<file path="src/hw/key_ctrl_pkg.sv">
`default_nettype none

package key_ctrl_pkg;

    localparam int KEY_W  = 8;
    localparam int ROWS   = 3;
    localparam int COLS   = 5;
    localparam int CTRL_W = 21;
    localparam int GAIN_W = 4;
    localparam int MODE_W = 5;

    typedef logic [KEY_W-1:0]  key_t;
    typedef logic [1:0]        row_t;
    typedef logic [2:0]        col_t;
    typedef logic [CTRL_W-1:0] ctrl_t;

    // Editing keys
    localparam key_t KEY_START = 8'h2C;
    localparam key_t KEY_ENTER = 8'h5A;
    localparam key_t KEY_BACK  = 8'h66;
    localparam key_t KEY_ESC   = 8'h24;
    localparam key_t KEY_PLUS  = 8'h55;
    localparam key_t KEY_MINUS = 8'h4E;
    localparam key_t KEY_0     = 8'h45;
    localparam key_t KEY_1     = 8'h16;
    localparam key_t KEY_2     = 8'h1E;
    localparam key_t KEY_3     = 8'h26;
    localparam key_t KEY_4     = 8'h25;

    // Command letters, first word of a line
    localparam key_t CMD_HIGH   = 8'h33;
    localparam key_t CMD_MID    = 8'h1B;
    localparam key_t CMD_LOW    = 8'h43;
    localparam key_t CMD_TONE   = 8'h2C; // Same code as the start key
    localparam key_t CMD_CLEAR  = 8'h15;
    localparam key_t CMD_RECALL = 8'h1C;
    localparam key_t CMD_SAVE   = 8'h2D;
    localparam key_t MODE_G     = 8'h34;
    localparam key_t MODE_N     = 8'h31;
    localparam key_t MODE_K     = 8'h42;
    localparam key_t MODE_D     = 8'h23;
    localparam key_t MODE_P     = 8'h4D;

    // Control word layout
    localparam int LOW_LSB  = 0;
    localparam int MID_LSB  = 4;
    localparam int HIGH_LSB = 8;
    localparam int MODE_LSB = 12;
    localparam int TONE_LSB = 17;

    localparam logic [GAIN_W-1:0] GAIN_P0 = 4'b0000;
    localparam logic [GAIN_W-1:0] GAIN_P1 = 4'b0011;
    localparam logic [GAIN_W-1:0] GAIN_P2 = 4'b1011;
    localparam logic [GAIN_W-1:0] GAIN_P3 = 4'b0111;
    localparam logic [GAIN_W-1:0] GAIN_P4 = 4'b1111;
    localparam logic [GAIN_W-1:0] GAIN_N0 = 4'b0000;
    localparam logic [GAIN_W-1:0] GAIN_N1 = 4'b1101;
    localparam logic [GAIN_W-1:0] GAIN_N2 = 4'b0101;
    localparam logic [GAIN_W-1:0] GAIN_N3 = 4'b1001;
    localparam logic [GAIN_W-1:0] GAIN_N4 = 4'b0001;

endpackage

`default_nettype wire

</file>
<file path="src/hw/ctrl_decision.sv">
`timescale 1ns/1ps
`default_nettype none

module ctrl_decision (
    input  wire                     clk,
    input  wire                     rst_n,
    input  wire                     cmd_load,
    input  wire key_ctrl_pkg::key_t cmd_word0,
    input  wire key_ctrl_pkg::key_t cmd_word2,
    input  wire key_ctrl_pkg::key_t cmd_word3,
    output key_ctrl_pkg::ctrl_t     ctrl
);

    import key_ctrl_pkg::*;

    key_t              word0;
    key_t              word2;
    key_t              word3;
    ctrl_t             ctrl_nx;
    ctrl_t             slot1;
    ctrl_t             slot2;
    logic [MODE_W-1:0] mode_hot;

    // Sign picks the table, digit the entry
    function automatic logic [GAIN_W-1:0] gain_code(key_t sign, key_t digit,
                                                    logic [GAIN_W-1:0] old);
        logic [GAIN_W-1:0] pos;
        logic [GAIN_W-1:0] neg;
        case (digit)
            KEY_0: begin
                pos = GAIN_P0;
                neg = GAIN_N0;
            end
            KEY_1: begin
                pos = GAIN_P1;
                neg = GAIN_N1;
            end
            KEY_2: begin
                pos = GAIN_P2;
                neg = GAIN_N2;
            end
            KEY_3: begin
                pos = GAIN_P3;
                neg = GAIN_N3;
            end
            default: begin
                pos = GAIN_P4;
                neg = GAIN_N4;
            end
        endcase
        if (sign == KEY_PLUS) begin
            return pos;
        end else if (sign == KEY_MINUS) begin
            return neg;
        end
        return old;
    endfunction

    always_comb begin
        case (word0)
            MODE_D:  mode_hot = 5'b00001;
            MODE_P:  mode_hot = 5'b00010;
            MODE_G:  mode_hot = 5'b00100;
            MODE_N:  mode_hot = 5'b01000;
            MODE_K:  mode_hot = 5'b10000;
            default: mode_hot = '0;
        endcase
    end

    always_comb begin
        ctrl_nx = ctrl;
        case (word0)
            CMD_HIGH: ctrl_nx[HIGH_LSB +: GAIN_W] = gain_code(word2, word3, ctrl[HIGH_LSB +: GAIN_W]);
            CMD_MID:  ctrl_nx[MID_LSB +: GAIN_W] = gain_code(word2, word3, ctrl[MID_LSB +: GAIN_W]);
            CMD_LOW:  ctrl_nx[LOW_LSB +: GAIN_W] = gain_code(word2, word3, ctrl[LOW_LSB +: GAIN_W]);
            CMD_TONE: begin
                ctrl_nx[TONE_LSB +: GAIN_W] = gain_code(word2, word3, ctrl[TONE_LSB +: GAIN_W]);
                ctrl_nx[MODE_LSB +: MODE_W] = '0;
            end
            CMD_CLEAR: ctrl_nx = '0;
            CMD_RECALL: begin
                if (word2 == KEY_1) begin
                    ctrl_nx = slot1;
                end else if (word2 == KEY_2) begin
                    ctrl_nx = slot2;
                end
            end
            default: begin
                if (mode_hot != '0) begin
                    ctrl_nx[MODE_LSB +: MODE_W] = mode_hot;
                    ctrl_nx[TONE_LSB +: GAIN_W] = '0; // Mode and tone exclude each other
                end
            end
        endcase
    end

    always_ff @(posedge clk or negedge rst_n) begin
        if (!rst_n) begin
            word0 <= '0;
            word2 <= '0;
            word3 <= '0;
            ctrl  <= '0;
            slot1 <= '0;
            slot2 <= '0;
        end else begin
            if (cmd_load) begin
                word0 <= cmd_word0;
                word2 <= cmd_word2;
                word3 <= cmd_word3;
            end
            ctrl <= ctrl_nx; // Held command re-applied each cycle
            if (word0 == CMD_SAVE && word2 == KEY_1) begin
                slot1 <= ctrl;
            end
            if (word0 == CMD_SAVE && word2 == KEY_2) begin
                slot2 <= ctrl;
            end
        end
    end

endmodule

`default_nettype wire

</file>
<file path="src/hw/edit_fsm.sv">
`timescale 1ns/1ps
`default_nettype none

module edit_fsm (
    input  wire                                              clk,
    input  wire                                              rst_n,
    input  wire                                              stroke,
    input  wire key_ctrl_pkg::key_t                          code,
    output logic                                             wr_en,
    output key_ctrl_pkg::row_t                               wr_row,
    output key_ctrl_pkg::col_t                               wr_col,
    output key_ctrl_pkg::key_t                               wr_data,
    output logic                                             clear_all,
    output logic                                             scroll,
    output key_ctrl_pkg::row_t                               cap_row,
    input  wire key_ctrl_pkg::key_t [key_ctrl_pkg::COLS-1:0] row_chars,
    output logic                                             cmd_load,
    output key_ctrl_pkg::key_t                               cmd_word0,
    output key_ctrl_pkg::key_t                               cmd_word2,
    output key_ctrl_pkg::key_t                               cmd_word3
);

    import key_ctrl_pkg::*;

    typedef enum logic [2:0] {IDLE, LINE1, LINE2, LINE3, REC1, REC2, REC3, SHIFT} state_t;

    state_t state;
    state_t state_nx;
    col_t   cursor;
    col_t   cursor_nx;
    logic   in_line;
    logic   back_key;

    function automatic row_t row_of(state_t s);
        case (s)
            LINE2, REC2:        return 2'd1;
            LINE3, REC3, SHIFT: return 2'd2;
            default:            return 2'd0;
        endcase
    endfunction

    assign in_line  = (state == LINE1) || (state == LINE2) || (state == LINE3);
    assign back_key = (code == KEY_BACK);

    always_comb begin
        state_nx  = state;
        cursor_nx = cursor;
        case (state)
            IDLE: begin
                cursor_nx = '0;
                if (stroke && code == KEY_START) begin
                    state_nx = LINE1;
                end
            end
            LINE1, LINE2, LINE3: begin
                if (stroke) begin
                    if (code == KEY_ENTER) begin
                        cursor_nx = '0;
                        case (state)
                            LINE1:   state_nx = LINE2;
                            LINE2:   state_nx = LINE3;
                            default: state_nx = SHIFT; // Full screen, scroll up
                        endcase
                    end else if (code == KEY_ESC) begin
                        state_nx = IDLE;
                    end else begin
                        if (back_key) begin
                            cursor_nx = (cursor != '0) ? cursor - 3'd1 : '0;
                        end else begin
                            cursor_nx = (cursor >= COLS) ? col_t'(COLS) : cursor + 3'd1;
                        end
                        case (state)
                            LINE1:   state_nx = REC1;
                            LINE2:   state_nx = REC2;
                            default: state_nx = REC3;
                        endcase
                    end
                end
            end
            REC1:    state_nx = LINE1;
            REC2:    state_nx = LINE2;
            REC3:    state_nx = LINE3;
            SHIFT:   state_nx = LINE3;
            default: state_nx = IDLE;
        endcase
    end

    // Buffer strobes line up with the state they belong to
    always_ff @(posedge clk or negedge rst_n) begin
        if (!rst_n) begin
            state     <= IDLE;
            cursor    <= '0;
            wr_en     <= 1'b0;
            clear_all <= 1'b0;
            scroll    <= 1'b0;
        end else begin
            state     <= state_nx;
            cursor    <= cursor_nx;
            wr_en     <= (state_nx == REC1) || (state_nx == REC2) || (state_nx == REC3);
            clear_all <= (state_nx == IDLE);
            scroll    <= (state_nx == SHIFT);
        end
    end

    always_ff @(posedge clk) begin
        wr_row  <= row_of(state_nx);
        wr_col  <= back_key ? cursor_nx : cursor_nx - 3'd1;
        wr_data <= back_key ? '0 : code;
    end

    // Command taken from the current row, before any scroll
    assign cap_row   = row_of(state);
    assign cmd_load  = stroke && in_line && (code == KEY_ENTER);
    assign cmd_word0 = row_chars[0];
    assign cmd_word2 = row_chars[2];
    assign cmd_word3 = row_chars[3];

endmodule

`default_nettype wire

</file>
<file path="src/hw/key_ctrl_top.sv">
`timescale 1ns/1ps
`default_nettype none

module key_ctrl_top (
    input  wire                      clk,
    input  wire                      rst_n,
    input  wire key_ctrl_pkg::key_t  key,
    input  wire                      valid,
    input  wire key_ctrl_pkg::row_t  char_row,
    input  wire key_ctrl_pkg::col_t  char_col,
    output wire key_ctrl_pkg::key_t  char_code,
    output wire key_ctrl_pkg::ctrl_t ctrl
);

    import key_ctrl_pkg::*;

    wire                   stroke;
    wire key_t             code;
    wire                   wr_en;
    wire row_t             wr_row;
    wire col_t             wr_col;
    wire key_t             wr_data;
    wire                   clear_all;
    wire                   scroll;
    wire row_t             cap_row;
    wire key_t [COLS-1:0]  row_chars;
    wire                   cmd_load;
    wire key_t             cmd_word0;
    wire key_t             cmd_word2;
    wire key_t             cmd_word3;

    key_strobe key_strobe_i (
        .clk    (clk),
        .rst_n  (rst_n),
        .key    (key),
        .valid  (valid),
        .stroke (stroke),
        .code   (code)
    );

    edit_fsm edit_fsm_i (
        .clk       (clk),
        .rst_n     (rst_n),
        .stroke    (stroke),
        .code      (code),
        .wr_en     (wr_en),
        .wr_row    (wr_row),
        .wr_col    (wr_col),
        .wr_data   (wr_data),
        .clear_all (clear_all),
        .scroll    (scroll),
        .cap_row   (cap_row),
        .row_chars (row_chars),
        .cmd_load  (cmd_load),
        .cmd_word0 (cmd_word0),
        .cmd_word2 (cmd_word2),
        .cmd_word3 (cmd_word3)
    );

    line_buffer line_buffer_i (
        .clk       (clk),
        .rst_n     (rst_n),
        .wr_en     (wr_en),
        .wr_row    (wr_row),
        .wr_col    (wr_col),
        .wr_data   (wr_data),
        .clear_all (clear_all),
        .scroll    (scroll),
        .cap_row   (cap_row),
        .row_chars (row_chars),
        .char_row  (char_row),
        .char_col  (char_col),
        .char_code (char_code)
    );

    ctrl_decision ctrl_decision_i (
        .clk       (clk),
        .rst_n     (rst_n),
        .cmd_load  (cmd_load),
        .cmd_word0 (cmd_word0),
        .cmd_word2 (cmd_word2),
        .cmd_word3 (cmd_word3),
        .ctrl      (ctrl)
    );

endmodule

`default_nettype wire

</file>
<file path="src/hw/key_strobe.sv">
`timescale 1ns/1ps
`default_nettype none

module key_strobe (
    input  wire                     clk,
    input  wire                     rst_n,
    input  wire key_ctrl_pkg::key_t key,
    input  wire                     valid,
    output logic                    stroke,
    output key_ctrl_pkg::key_t      code
);

    logic valid_s; // Sampled valid
    logic valid_d;
    logic fall;

    assign fall = valid_d & ~valid_s;

    always_ff @(posedge clk or negedge rst_n) begin
        if (!rst_n) begin
            valid_s <= 1'b0;
            valid_d <= 1'b0;
            stroke  <= 1'b0;
        end else begin
            valid_s <= valid;
            valid_d <= valid_s;
            stroke  <= fall;
        end
    end

    // Key still stable here, held until the next stroke
    always_ff @(posedge clk) begin
        if (fall) begin
            code <= key;
        end
    end

endmodule

`default_nettype wire

</file>
<file path="src/hw/line_buffer.sv">
`timescale 1ns/1ps
`default_nettype none

module line_buffer (
    input  wire                                              clk,
    input  wire                                              rst_n,
    input  wire                                              wr_en,
    input  wire key_ctrl_pkg::row_t                          wr_row,
    input  wire key_ctrl_pkg::col_t                          wr_col,
    input  wire key_ctrl_pkg::key_t                          wr_data,
    input  wire                                              clear_all,
    input  wire                                              scroll,
    input  wire key_ctrl_pkg::row_t                          cap_row,
    output key_ctrl_pkg::key_t [key_ctrl_pkg::COLS-1:0]      row_chars,
    input  wire key_ctrl_pkg::row_t                          char_row,
    input  wire key_ctrl_pkg::col_t                          char_col,
    output key_ctrl_pkg::key_t                               char_code
);

    import key_ctrl_pkg::*;

    key_t [COLS-1:0] rows [ROWS];

    always_ff @(posedge clk or negedge rst_n) begin
        if (!rst_n) begin
            for (int r = 0; r < ROWS; r++) begin
                rows[r] <= '0;
            end
        end else if (clear_all) begin
            for (int r = 0; r < ROWS; r++) begin
                rows[r] <= '0;
            end
        end else if (scroll) begin
            for (int r = 0; r < ROWS - 1; r++) begin
                rows[r] <= rows[r+1];
            end
            rows[ROWS-1] <= '0;
        end else if (wr_en && wr_row < ROWS && wr_col < COLS) begin
            rows[wr_row][wr_col] <= wr_data;
        end
    end

    assign row_chars = (cap_row < ROWS) ? rows[cap_row] : '0;

    // Outside the text area reads as blank
    assign char_code = (char_row < ROWS && char_col < COLS) ? rows[char_row][char_col] : '0;

endmodule

`default_nettype wire

</file>
<file path="config.mk">
export PLATFORM = sky130hd
export DESIGN_NAME = key_ctrl_top
export DESIGN_NICKNAME = d
export VERILOG_FILES = /design/src/hw/key_ctrl_pkg.sv /design/src/hw/ctrl_decision.sv /design/src/hw/edit_fsm.sv /design/src/hw/key_ctrl_top.sv /design/src/hw/key_strobe.sv /design/src/hw/line_buffer.sv
export SDC_FILE = /design/constraint.sdc
export NUM_CORES = 1
export LEC_CHECK = 0
export ABC_AREA = 1
export BUFFER_PORTS_ARGS = -buffer_cell sky130_fd_sc_hd__buf_4
export CAP_MARGIN = 20
export CORE_AREA = 5 5 200 125
export CTS_CLUSTER_DIAMETER = 200
export CTS_CLUSTER_SIZE = 40
export DETAILED_ROUTE_END_ITERATION = 6
export DIE_AREA = 0 0 205 130
export GPL_ROUTABILITY_DRIVEN = 0
export PLACE_DENSITY_LB_ADDON = 0.1
export RECOVER_POWER = 50
export SYNTH_ARGS = -nofsm -noshare
export SYNTH_HDL_FRONTEND = slang
export SYNTH_SLANG_ARGS = --single-unit
</file>
<file path="constraint.sdc">
create_clock -name clk -period 3.1 [get_ports clk]
set_clock_uncertainty 0.2 [all_clocks]
set_input_delay 0.31 -clock clk [delete_from_list [all_inputs] [get_ports clk]]
set_output_delay 0.31 -clock clk [all_outputs]
set_load 0.03 [all_outputs]
</file>
Yosys cells after proc, flatten, opt, wreduce, memory -nomap -nowiden
Index checks and enable logic that the tools add are counted.
W data, S select, Z words.

storage, ports and cells
  flip-flop bits (word level) = 240
  input bits = 16
  output and inout port bits = 29
  logic and storage cells = 193

cells by class
  add/subtract/negate cells = 3
  magnitude comparators = 13
  equality and inequality tests = 42
  muxes and demuxes = 57
  bitwise logic cells = 6
  reductions and logical operators = 35

operators by type and width
  kind                  number
  $mux W120             3
  $bmux W40 S2          2
  $bwmux W120           1
  $mux W40              3
  $mux W32              3
  $demux W40 S2         1
  $eq A8 B6 Y1 const B  9
  $eq A8 B7 Y1 const B  8
  $eq A8 B5 Y1 const B  7
  $mux W21              2
  $pmux W4 S3           3
  $pmux W9 S4           1
  $mux W3               11
  $pmux W4 S4           2
  $pmux W5 S5           1
  $bmux W8 S3           1
  $demux W8 S3          1
  $eq A3 B3 Y1 const B  8
  $mux W4               6
  $mux W8               3
  $pmux W3 S5           1
  $reduce_bool A3 Y1    5
  $eq A3 B2 Y1 const B  4
  $ge A3 B3 Y1 const B  4
  26 further kinds      66

Longest topological paths before layout
Gate-level depths: netlist (run 1).

  depth in word-level cells = 10
  mapped depth = 17
  depth with buffers taken out = 17

Cells and area by module
A second synthesis (run 1) with hierarchy kept.

unflattened totals
  cell total of the unflattened synthesis = 1953
  area total of the unflattened synthesis = 13990.9 µm²

by module, submodules not included
  module         times used  cells each  area each (µm²)  seq. area each (µm²)
  line_buffer    1           1229        8069.0           3002.9
  ctrl_decision  1           526         4204.0           2177.1
  edit_fsm       1           185         1392.6           485.5
  key_strobe     1           13          325.3            315.3

Worst setup path before layout (run 1)
Ideal clock, no wire load.

  path type = input-to-output
  start = in char_row[0]
  end = out char_code[7]
  arrival time = 1.925 ns
  required time = 2.590 ns
  path slack = 0.665 ns
  stages on the path = 8
  path buffers = 2
  cells stage by stage = buf_2 > inv_1 > nand2_1 > buf_2 > o221ai_1 > a21oi_1 > nor2_1 > o21ai_0

between the ends
  longest elaborated chain between the ends = 7
  elaborated cells on any way between the ends = 9
  those cells by class = 1 x order compare; 6 x mux; 1 x bitwise; 1 x reduce/logical

ends and longest elaborated chain
  element                                      line                source
  from (decl)                                  key_ctrl_top.sv:9   input wire key_ctrl_pkg::row_t char_row,
  $not A2 Y3 (implied by the code)             line_buffer.sv:46   assign char_code = (char_row < ROWS && char_col < COLS) ? rows[char_row][char_col] : '0;
  $bmux W40 S2                                 line_buffer.sv:46
  $mux W40 (implied by the code) (2 in a row)  line_buffer.sv:46
  $bmux W8 S3                                  line_buffer.sv:46
  $mux W8 (implied by the code)                line_buffer.sv:46
  $mux W8 *                                    line_buffer.sv:46
  to (decl)                                    key_ctrl_top.sv:11  output wire key_ctrl_pkg::key_t char_code,

Every way passes the cells marked *; elsewhere a longest branch is shown, timed or not. The select of a mux whose other input is x is not followed.

Worst setup path in the final report (run 1)
  start = reg line_buffer_i.rows[23] (netlist bit)
  end = out char_code[7]

between the ends
  longest elaborated chain between the ends = 6

ends and longest elaborated chain
  element                                      line               source
  from (decl)                                  line_buffer.sv:22  key_t [COLS-1:0] rows [ROWS];
  from (signal, indexed assignment)            line_buffer.sv:35  rows[r] <= rows[r+1];
  from (signal, indexed assignment)            line_buffer.sv:39  rows[wr_row][wr_col] <= wr_data;
  $bmux W40 S2                                 line_buffer.sv:46
  $mux W40 (implied by the code) (2 in a row)  line_buffer.sv:46
  $bmux W8 S3                                  line_buffer.sv:46
  $mux W8 (implied by the code)                line_buffer.sv:46
  $mux W8                                      line_buffer.sv:46

Every way passes these cells. The select of a mux whose other input is x is not followed.

==> results of run 1 <==
## final timing paths
kind                                               startpoint                             endpoint  slack, ns  cells past startpoint
max                        line_buffer_i.rows[23]$_DFFE_PN0P_                         char_code[7]       0.47                      7
max reg2reg                    key_strobe_i.code[7]$_DFFE_PP_         edit_fsm_i.wr_col[1]$_DFF_P_       0.57                     11
min in group asynchronous                               rst_n  line_buffer_i.rows[114]$_DFFE_PN0P_       0.45                      2
max in group asynchronous                               rst_n  ctrl_decision_i.ctrl[0]$_DFFE_PN0P_       0.67                      3
min                            key_strobe_i.valid_s$_DFF_PN0_       key_strobe_i.valid_d$_DFF_PN0_       0.20                      0
min reg2reg                    key_strobe_i.valid_s$_DFF_PN0_       key_strobe_i.valid_d$_DFF_PN0_       0.20                      0
## power by group
group          switching [mW]  internal [mW]  total, mW
combinational           0.215         0.0811      0.296
sequential            0.00757           3.16       3.16
clock                   0.946          0.541       1.49
## layer usage
| metal | share of wire | global-route usage |
|---|---|---|
| met5 | 0.00068 | 0 |
| met4 | 0.021 | 0.0508 |
| met3 | 0.17 | 0.136 |
| met2 | 0.36 | 0.380 |
| met1 | 0.45 | 0.495 |
## cell type report
cell class / count / area, sq um
fill: 2055 / 9280
sequential: 240 / 5980
multi-input combinational: 1046 / 5360
timing repair buffer: 104 / 759
inverter: 199 / 747
tap: 315 / 394
clock buffer: 11 / 233
## stage by stage
stage	setup slack, ns	cells	cell area [sq um]	hold slack [ns]	utilization
after global placement	0.647	1894	13200	0.164	0.582
after global routing	0.306	1915	13500	0.220	0.592
final	0.467	1915	13500	0.201	0.592
after detailed placement	0.605	1894	13200	0.171	0.582
after CTS	0.584	1915	13600	0.204	0.597
after floorplan	0.665	1554	12400	-0.186	-
## registers in the layout, summed over array words and instances, names as in the netlist
| signal | cells |
|---|---|
| line_buffer_i.rows | 120 |
| ctrl_decision_i.ctrl | 21 |
| ctrl_decision_i.slot1 | 21 |
| ctrl_decision_i.slot2 | 21 |
| ctrl_decision_i.word0 | 8 |
| ctrl_decision_i.word2 | 8 |
| ctrl_decision_i.word3 | 8 |
| edit_fsm_i.wr_data | 8 |
| key_strobe_i.code | 8 |
| edit_fsm_i.cursor | 3 |
| edit_fsm_i.state | 3 |
| edit_fsm_i.wr_col | 3 |
| edit_fsm_i.wr_row | 2 |
| edit_fsm_i.clear_all | 1 |
| edit_fsm_i.scroll | 1 |
| edit_fsm_i.wr_en | 1 |
| key_strobe_i.stroke | 1 |
| key_strobe_i.valid_d | 1 |
| key_strobe_i.valid_s | 1 |
## timing repair
item / in CTS / in global routing
resized for setup: 0 / 0
hold buffers: 10 / 0
buffers inserted: 0 / 0
endpoints found under the hold margin: 101 / 0
## worst reg2reg max path: stages (launching register included)
cell	delay, ns
edfxtp_1	0.47
nor2_1	0.18
nand2_1	0.11
nor2_1	0.24
nor2_1	0.13
nor2_1	0.11
nor2_1	0.05
o21ai_0	0.29
inv_1	0.08
ha_1	0.28
or2_2	0.29
nand2_1	0.07
## cell usage in the layout (no fill, tap or decap), drive strengths merged, types with 7 or more instances in the layout
| master | synthesis | routed |
|---|---|---|
| dlygate4sd3 | 0 | 10 |
| nand4 | 7 | 7 |
| o22ai | 98 | 98 |
| nor3 | 10 | 10 |
| dfxtp | 13 | 13 |
| a21boi | 8 | 8 |
| dfrtp | 219 | 219 |
| nor2 | 153 | 153 |
| edfxtp | 8 | 8 |
| buf | 23 | 64 |
| a21oi | 43 | 43 |
| o21ai | 237 | 237 |
| nand3 | 97 | 97 |
| inv | 197 | 197 |
| a22oi | 72 | 72 |
| o221ai | 24 | 24 |
| nand2 | 274 | 274 |
| clkbuf | 46 | 41 |
## cell families (layout without fill, tap and decap cells)
group / count (synthesis) / after routing / share of synthesized area
simple gates: 548 / 548 / 0.190
compound gates: 491 / 491 / 0.236
buf+inv: 268 / 314 / 0.0840
flops: 240 / 240 / 0.483
fa+ha+maj: 6 / 6 / 0.00607
xor+xnor: 1 / 1 / 0.000708
==> metrics.yaml, run 1 <==
max_slew_margin: 0.0527
worst_slew_pin_slew_ns: 1.42
report.final.hold_viol_count: 0
slowest_stage: "dfrtp_1"
cts_made_buffers: 9
track_usage: 0.309
power_per_cell_area_mw_per_mm2: 367
design_power_total_mw: 4.95
htree_num_levels: 1
status: "finished clean"
syn-cell-area_sq_mm: 0.0124
ant_nets: 0
initial_core_util: 0.544
fin_nets: 1622
core_sq_mm: 0.0228
synth_area_leaders: "dfrtp_1 44%, o21ai_0 8.4%, nand2_1 7.8%"
yosysTopAreaCellShare: 0.443
dp_hpwl_um: 30200
portBuffers: 44
async_flop_share: 0.913
tritoncts: "yes"
fp.dieW_um: 205
max_freq_ghz: 0.380
ys_warn_count: 0
critPathTopFamily: "compound AO/OA/AOI/OAI gates"
setup_violations: 0
grt_start_max_net_pins: 97
clockBufferDepth: 3
cts_root_buffer: "clkbuf_16"
antenna_found_initial: 0
critical_path_buf_inv_count: 2
tns_ns: 0
grt_overflow_total: 0
rsz0062_at_grt: "false"
cp_max_fo: 3
critical_path_class: "reg2out"
n_antenna_cell: 0
hold_class: "reg2reg"
routed_wl_um: 41000
num_vias: 11800
worstPathRequired_ns: 2.59
synth-seq-area-share: 0.483
endpoint_kind: "primary output"
setup.worst_path.start_class: "flip-flop"
synth_top_area_cell: "dfrtp_1"
drc: 0
slew_viol_final: 0
numClockSinks: 240
synthesis.nets: 1576
clock_latency_ns: 0.49
yosysMostFrequentCell: "nand2_1"
drt_iter0_drc: 1841
ys.flop_type: "dfrtp_1"
grt_pass1_vias: 10600
synth-edff-count: 8
drtPass1Iterations: 6
cp_cell_sequence: "inv_1, nand2_1, nand3_1, a22oi_1, o21ai_0, o21ai_0, buf_4"
p_leak_nw: 5.64
rows: 43
yosysUniqueCellTypes: 41
ir_drop_mv: 0.334
clk_pin_slew_ns: 0.14
crit_top_cell: "o21ai_0"
grt_first_pass_wirelength_um: 63400
wire_per_inst_um: 21.4
fin_crit_sh: 0.849
die_area_sq_mm: 0.0267
synth.avg_cell_area_sq_um: 7.96
viasPerCell: 6.18
boundaryPins: 45
chipHeight_um: 130
final.min_clock_period_ns: 2.63
drive_above_1_share: 0.0888
critical_path.max_stage_delay_ns: 0.43
crit_arrival_ns: 2.12
synth_seq_cells: 240
syn2layout_area_growth_pct: 8.92
synth_common_cells: "258 x nand2_1, 219 x dfrtp_1, 207 x o21ai_0"
synthesis.instances: 1554
cap_violations: 0
Power figures use the tool's default switching activity.
==> inputs of run 2 (changes only) <==
clock period = 2.4 ns   (was 3.1 ns; I/O delays follow)
==> run 2 against run 1 <==
The run now ends with design-rule violations left. Sequential power increased by 29%. Routed wire length increased by 0.54%. Sequential cell count unchanged. Critical path depth unchanged. Clock power increased by 31%. First-iteration DRC count decreased by 4.6%. Worst hold slack about the same. Largest cell class unchanged.
==> metrics.yaml, run 2 (synthesis results as in run 1) <==
status: "complete, but fails checks"
violations: "design-rule violations"
core_sq_mm: 0.0228  # unchanged
grt_pass1_vias: 11000  # +3.8%
clockBufferDepth: 3  # unchanged
timing.rr.end: "edit_fsm_i.wr_col[1]$_DFF_P_"
worstRegToRegCells: 14  # +3
ant_nets: 0  # unchanged
endpoint: "char_code[4]"
cp_max_fo: 3  # unchanged
initial_core_util: 0.544  # unchanged
cts_made_buffers: 9  # unchanged
drt_iter0_drc: 1757  # -4.6%
cap_violations: 0  # unchanged
grt_first_pass_wirelength_um: 64100  # +1.1%
r2r_start: "key_strobe_i.code[6]$_DFFE_PP_"
grt_start_max_net_pins: 57  # -41%
ir_drop_mv: 0.424  # +27%
final.min_clock_period_ns: 2.37
endpoint_kind: "primary output"
portBuffers: 44  # unchanged
setup.worst_path.start_class: "flip-flop"
startpoint: "line_buffer_i.rows[4]$_DFFE_PN0P_"
rsz0062_at_grt: "true"
viasPerCell: 6.19  # +0.15%
chipHeight_um: 130  # unchanged
layout_commonest_cell: "nand2_1"
track_usage: 0.309  # +0.000817
grt_overflow_total: 0  # unchanged
setup_violations: 0  # unchanged
rrSetupSlack_ns: 0.12  # -0.45 ns
syn2layout_area_growth_pct: 12.7
max_freq_ghz: 0.421
tritoncts: "yes"
worstPathRequired_ns: 1.96  # -0.63 ns
max_flop_register: "line_buffer_i.rows"
power_per_cell_area_mw_per_mm2: 464  # +26%
max_slew_margin: 0.140  # +0.0871
final_cell_area_sq_mm: 0.0139  # +3.4%
largest_register_ffs: 120  # unchanged
fp.dieW_um: 205  # unchanged
clock_latency_ns: 0.50  # about the same
busiest_layer: "met1"
fin_crit_sh: 0.989
antenna_found_initial: 1  # +1
numClockSinks: 240  # unchanged
place_inst: 1921  # +1.4%
drc: 8  # +8
num_vias: 12100  # +2.0%
report.final.hold_viol_count: 0  # unchanged
mostFrequentLayoutCells: "254 x nand2_1, 214 x dfrtp_1, 202 x o21ai_0, 187 x inv_1, 130 x nor2_1"
fin_nets: 1655  # +2.0%
met1_usage: 0.494  # -0.00153
drive_above_1_share: 0.126  # +0.0374
wire_per_inst_um: 21.2  # -1.3%
worst_slew_pin_slew_ns: 1.29  # -0.131 ns
final_cells: 1950  # +1.8%
hold_class: "in2reg"
rows: 43  # unchanged
crit_arrival_ns: 1.93  # -0.19 ns
drtPass1Iterations: 7  # +1
slew_viol_final: 0  # unchanged
boundaryPins: 45  # unchanged
dp_hpwl_um: 30300  # +0.43%
cts_root_buffer: "clkbuf_16"
grtUsageMet2: 0.385  # +0.00486
die_area_sq_mm: 0.0267  # unchanged
critical_path_class: "reg2out"
p_leak_nw: 5.88  # +4.1%
htree_num_levels: 1  # unchanged
clk_pin_slew_ns: 0.15  # about the same
use_met3: 0.129  # -0.00745
place_area_sq_mm: 0.0135  # +2.2%
routed_wl_um: 41300  # +0.54%
==> run 2: report_power, final <==
part           leakage (nW)  internal (mW)  switching (mW)
sequential             3.23           4.08         0.00946
clock                 0.113          0.699            1.25
combinational          2.54          0.129           0.301
==> run 2: per-stage QoR <==
stage | utilization | total power [mW] | TNS, ns | worst slack (ns) | hold slack [ns]
2_1_floorplan | - | 4.33 | 0 | 0.105 | -0.256
3_3_place_gp | 0.595 | 4.56 | 0 | 0.0729 | -0.0222
3_5_place_dp | 0.595 | 4.56 | 0 | 0.0576 | -0.0256
4_1_cts | 0.610 | 6.47 | 0 | 0.0264 | 0.0290
5_1_grt | 0.612 | 6.67 | -0.268 | -0.0463 | 0.212
6_report | 0.613 | 6.46 | 0 | 0.0257 | 0.201
==> run 2: cell type report <==
class                   instances  area [sq um]
diodes                          2          5.00
clock buffers                  11           233
fillers                      2039          8820
inverters                     199           747
multi-input cells            1046          5440
flip-flops and latches        240          5990
well taps                     315           394
repair buffers                137          1130
==> run 2: worst max-delay path, cell delays in order, from the launching register on <==
cell	delay [ns]
dfrtp_1	0.47
a21oi_1	0.20
o21ai_0	0.14
nand2_2	0.12
nand2_1	0.07
nand3_1	0.14
o21ai_0	0.12
buf_4	0.19
==> run 2: how the worst min path moves through the flow <==
stage / from / to / slack (ns) / cells past startpoint
2_1_floorplan: rst_n / ctrl_decision_i.ctrl[0]$_DFFE_PN0P_ / -0.26 / 0
3_3_place_gp: rst_n / line_buffer_i.rows[116]$_DFFE_PN0P_ / -0.02 / 1
3_5_place_dp: rst_n / line_buffer_i.rows[117]$_DFFE_PN0P_ / -0.03 / 1
4_1_cts: rst_n / line_buffer_i.rows[117]$_DFFE_PN0P_ / 0.03 / 2
5_1_grt: valid / key_strobe_i.valid_s$_DFF_PN0_ / 0.21 / 2
6_report: valid / key_strobe_i.valid_s$_DFF_PN0_ / 0.20 / 2
==> run 2: per-layer routing <==
layer  part of all wire  vias to the layer above
li1                   -                     5450
met1               0.46                     5760
met2               0.36                      772
met3               0.16                       80
met4              0.021                        2
met5            0.00029                        -
==> run 2: what timing repair did <==
action                                  in CTS  in global routing
resized for setup                            3                 31
setup buffers                                0                  6
pin swaps                                    0                  4
endpoints found under the hold margin      228                  0
endpoints found under the setup margin       2                  7
hold buffers                                10                  0
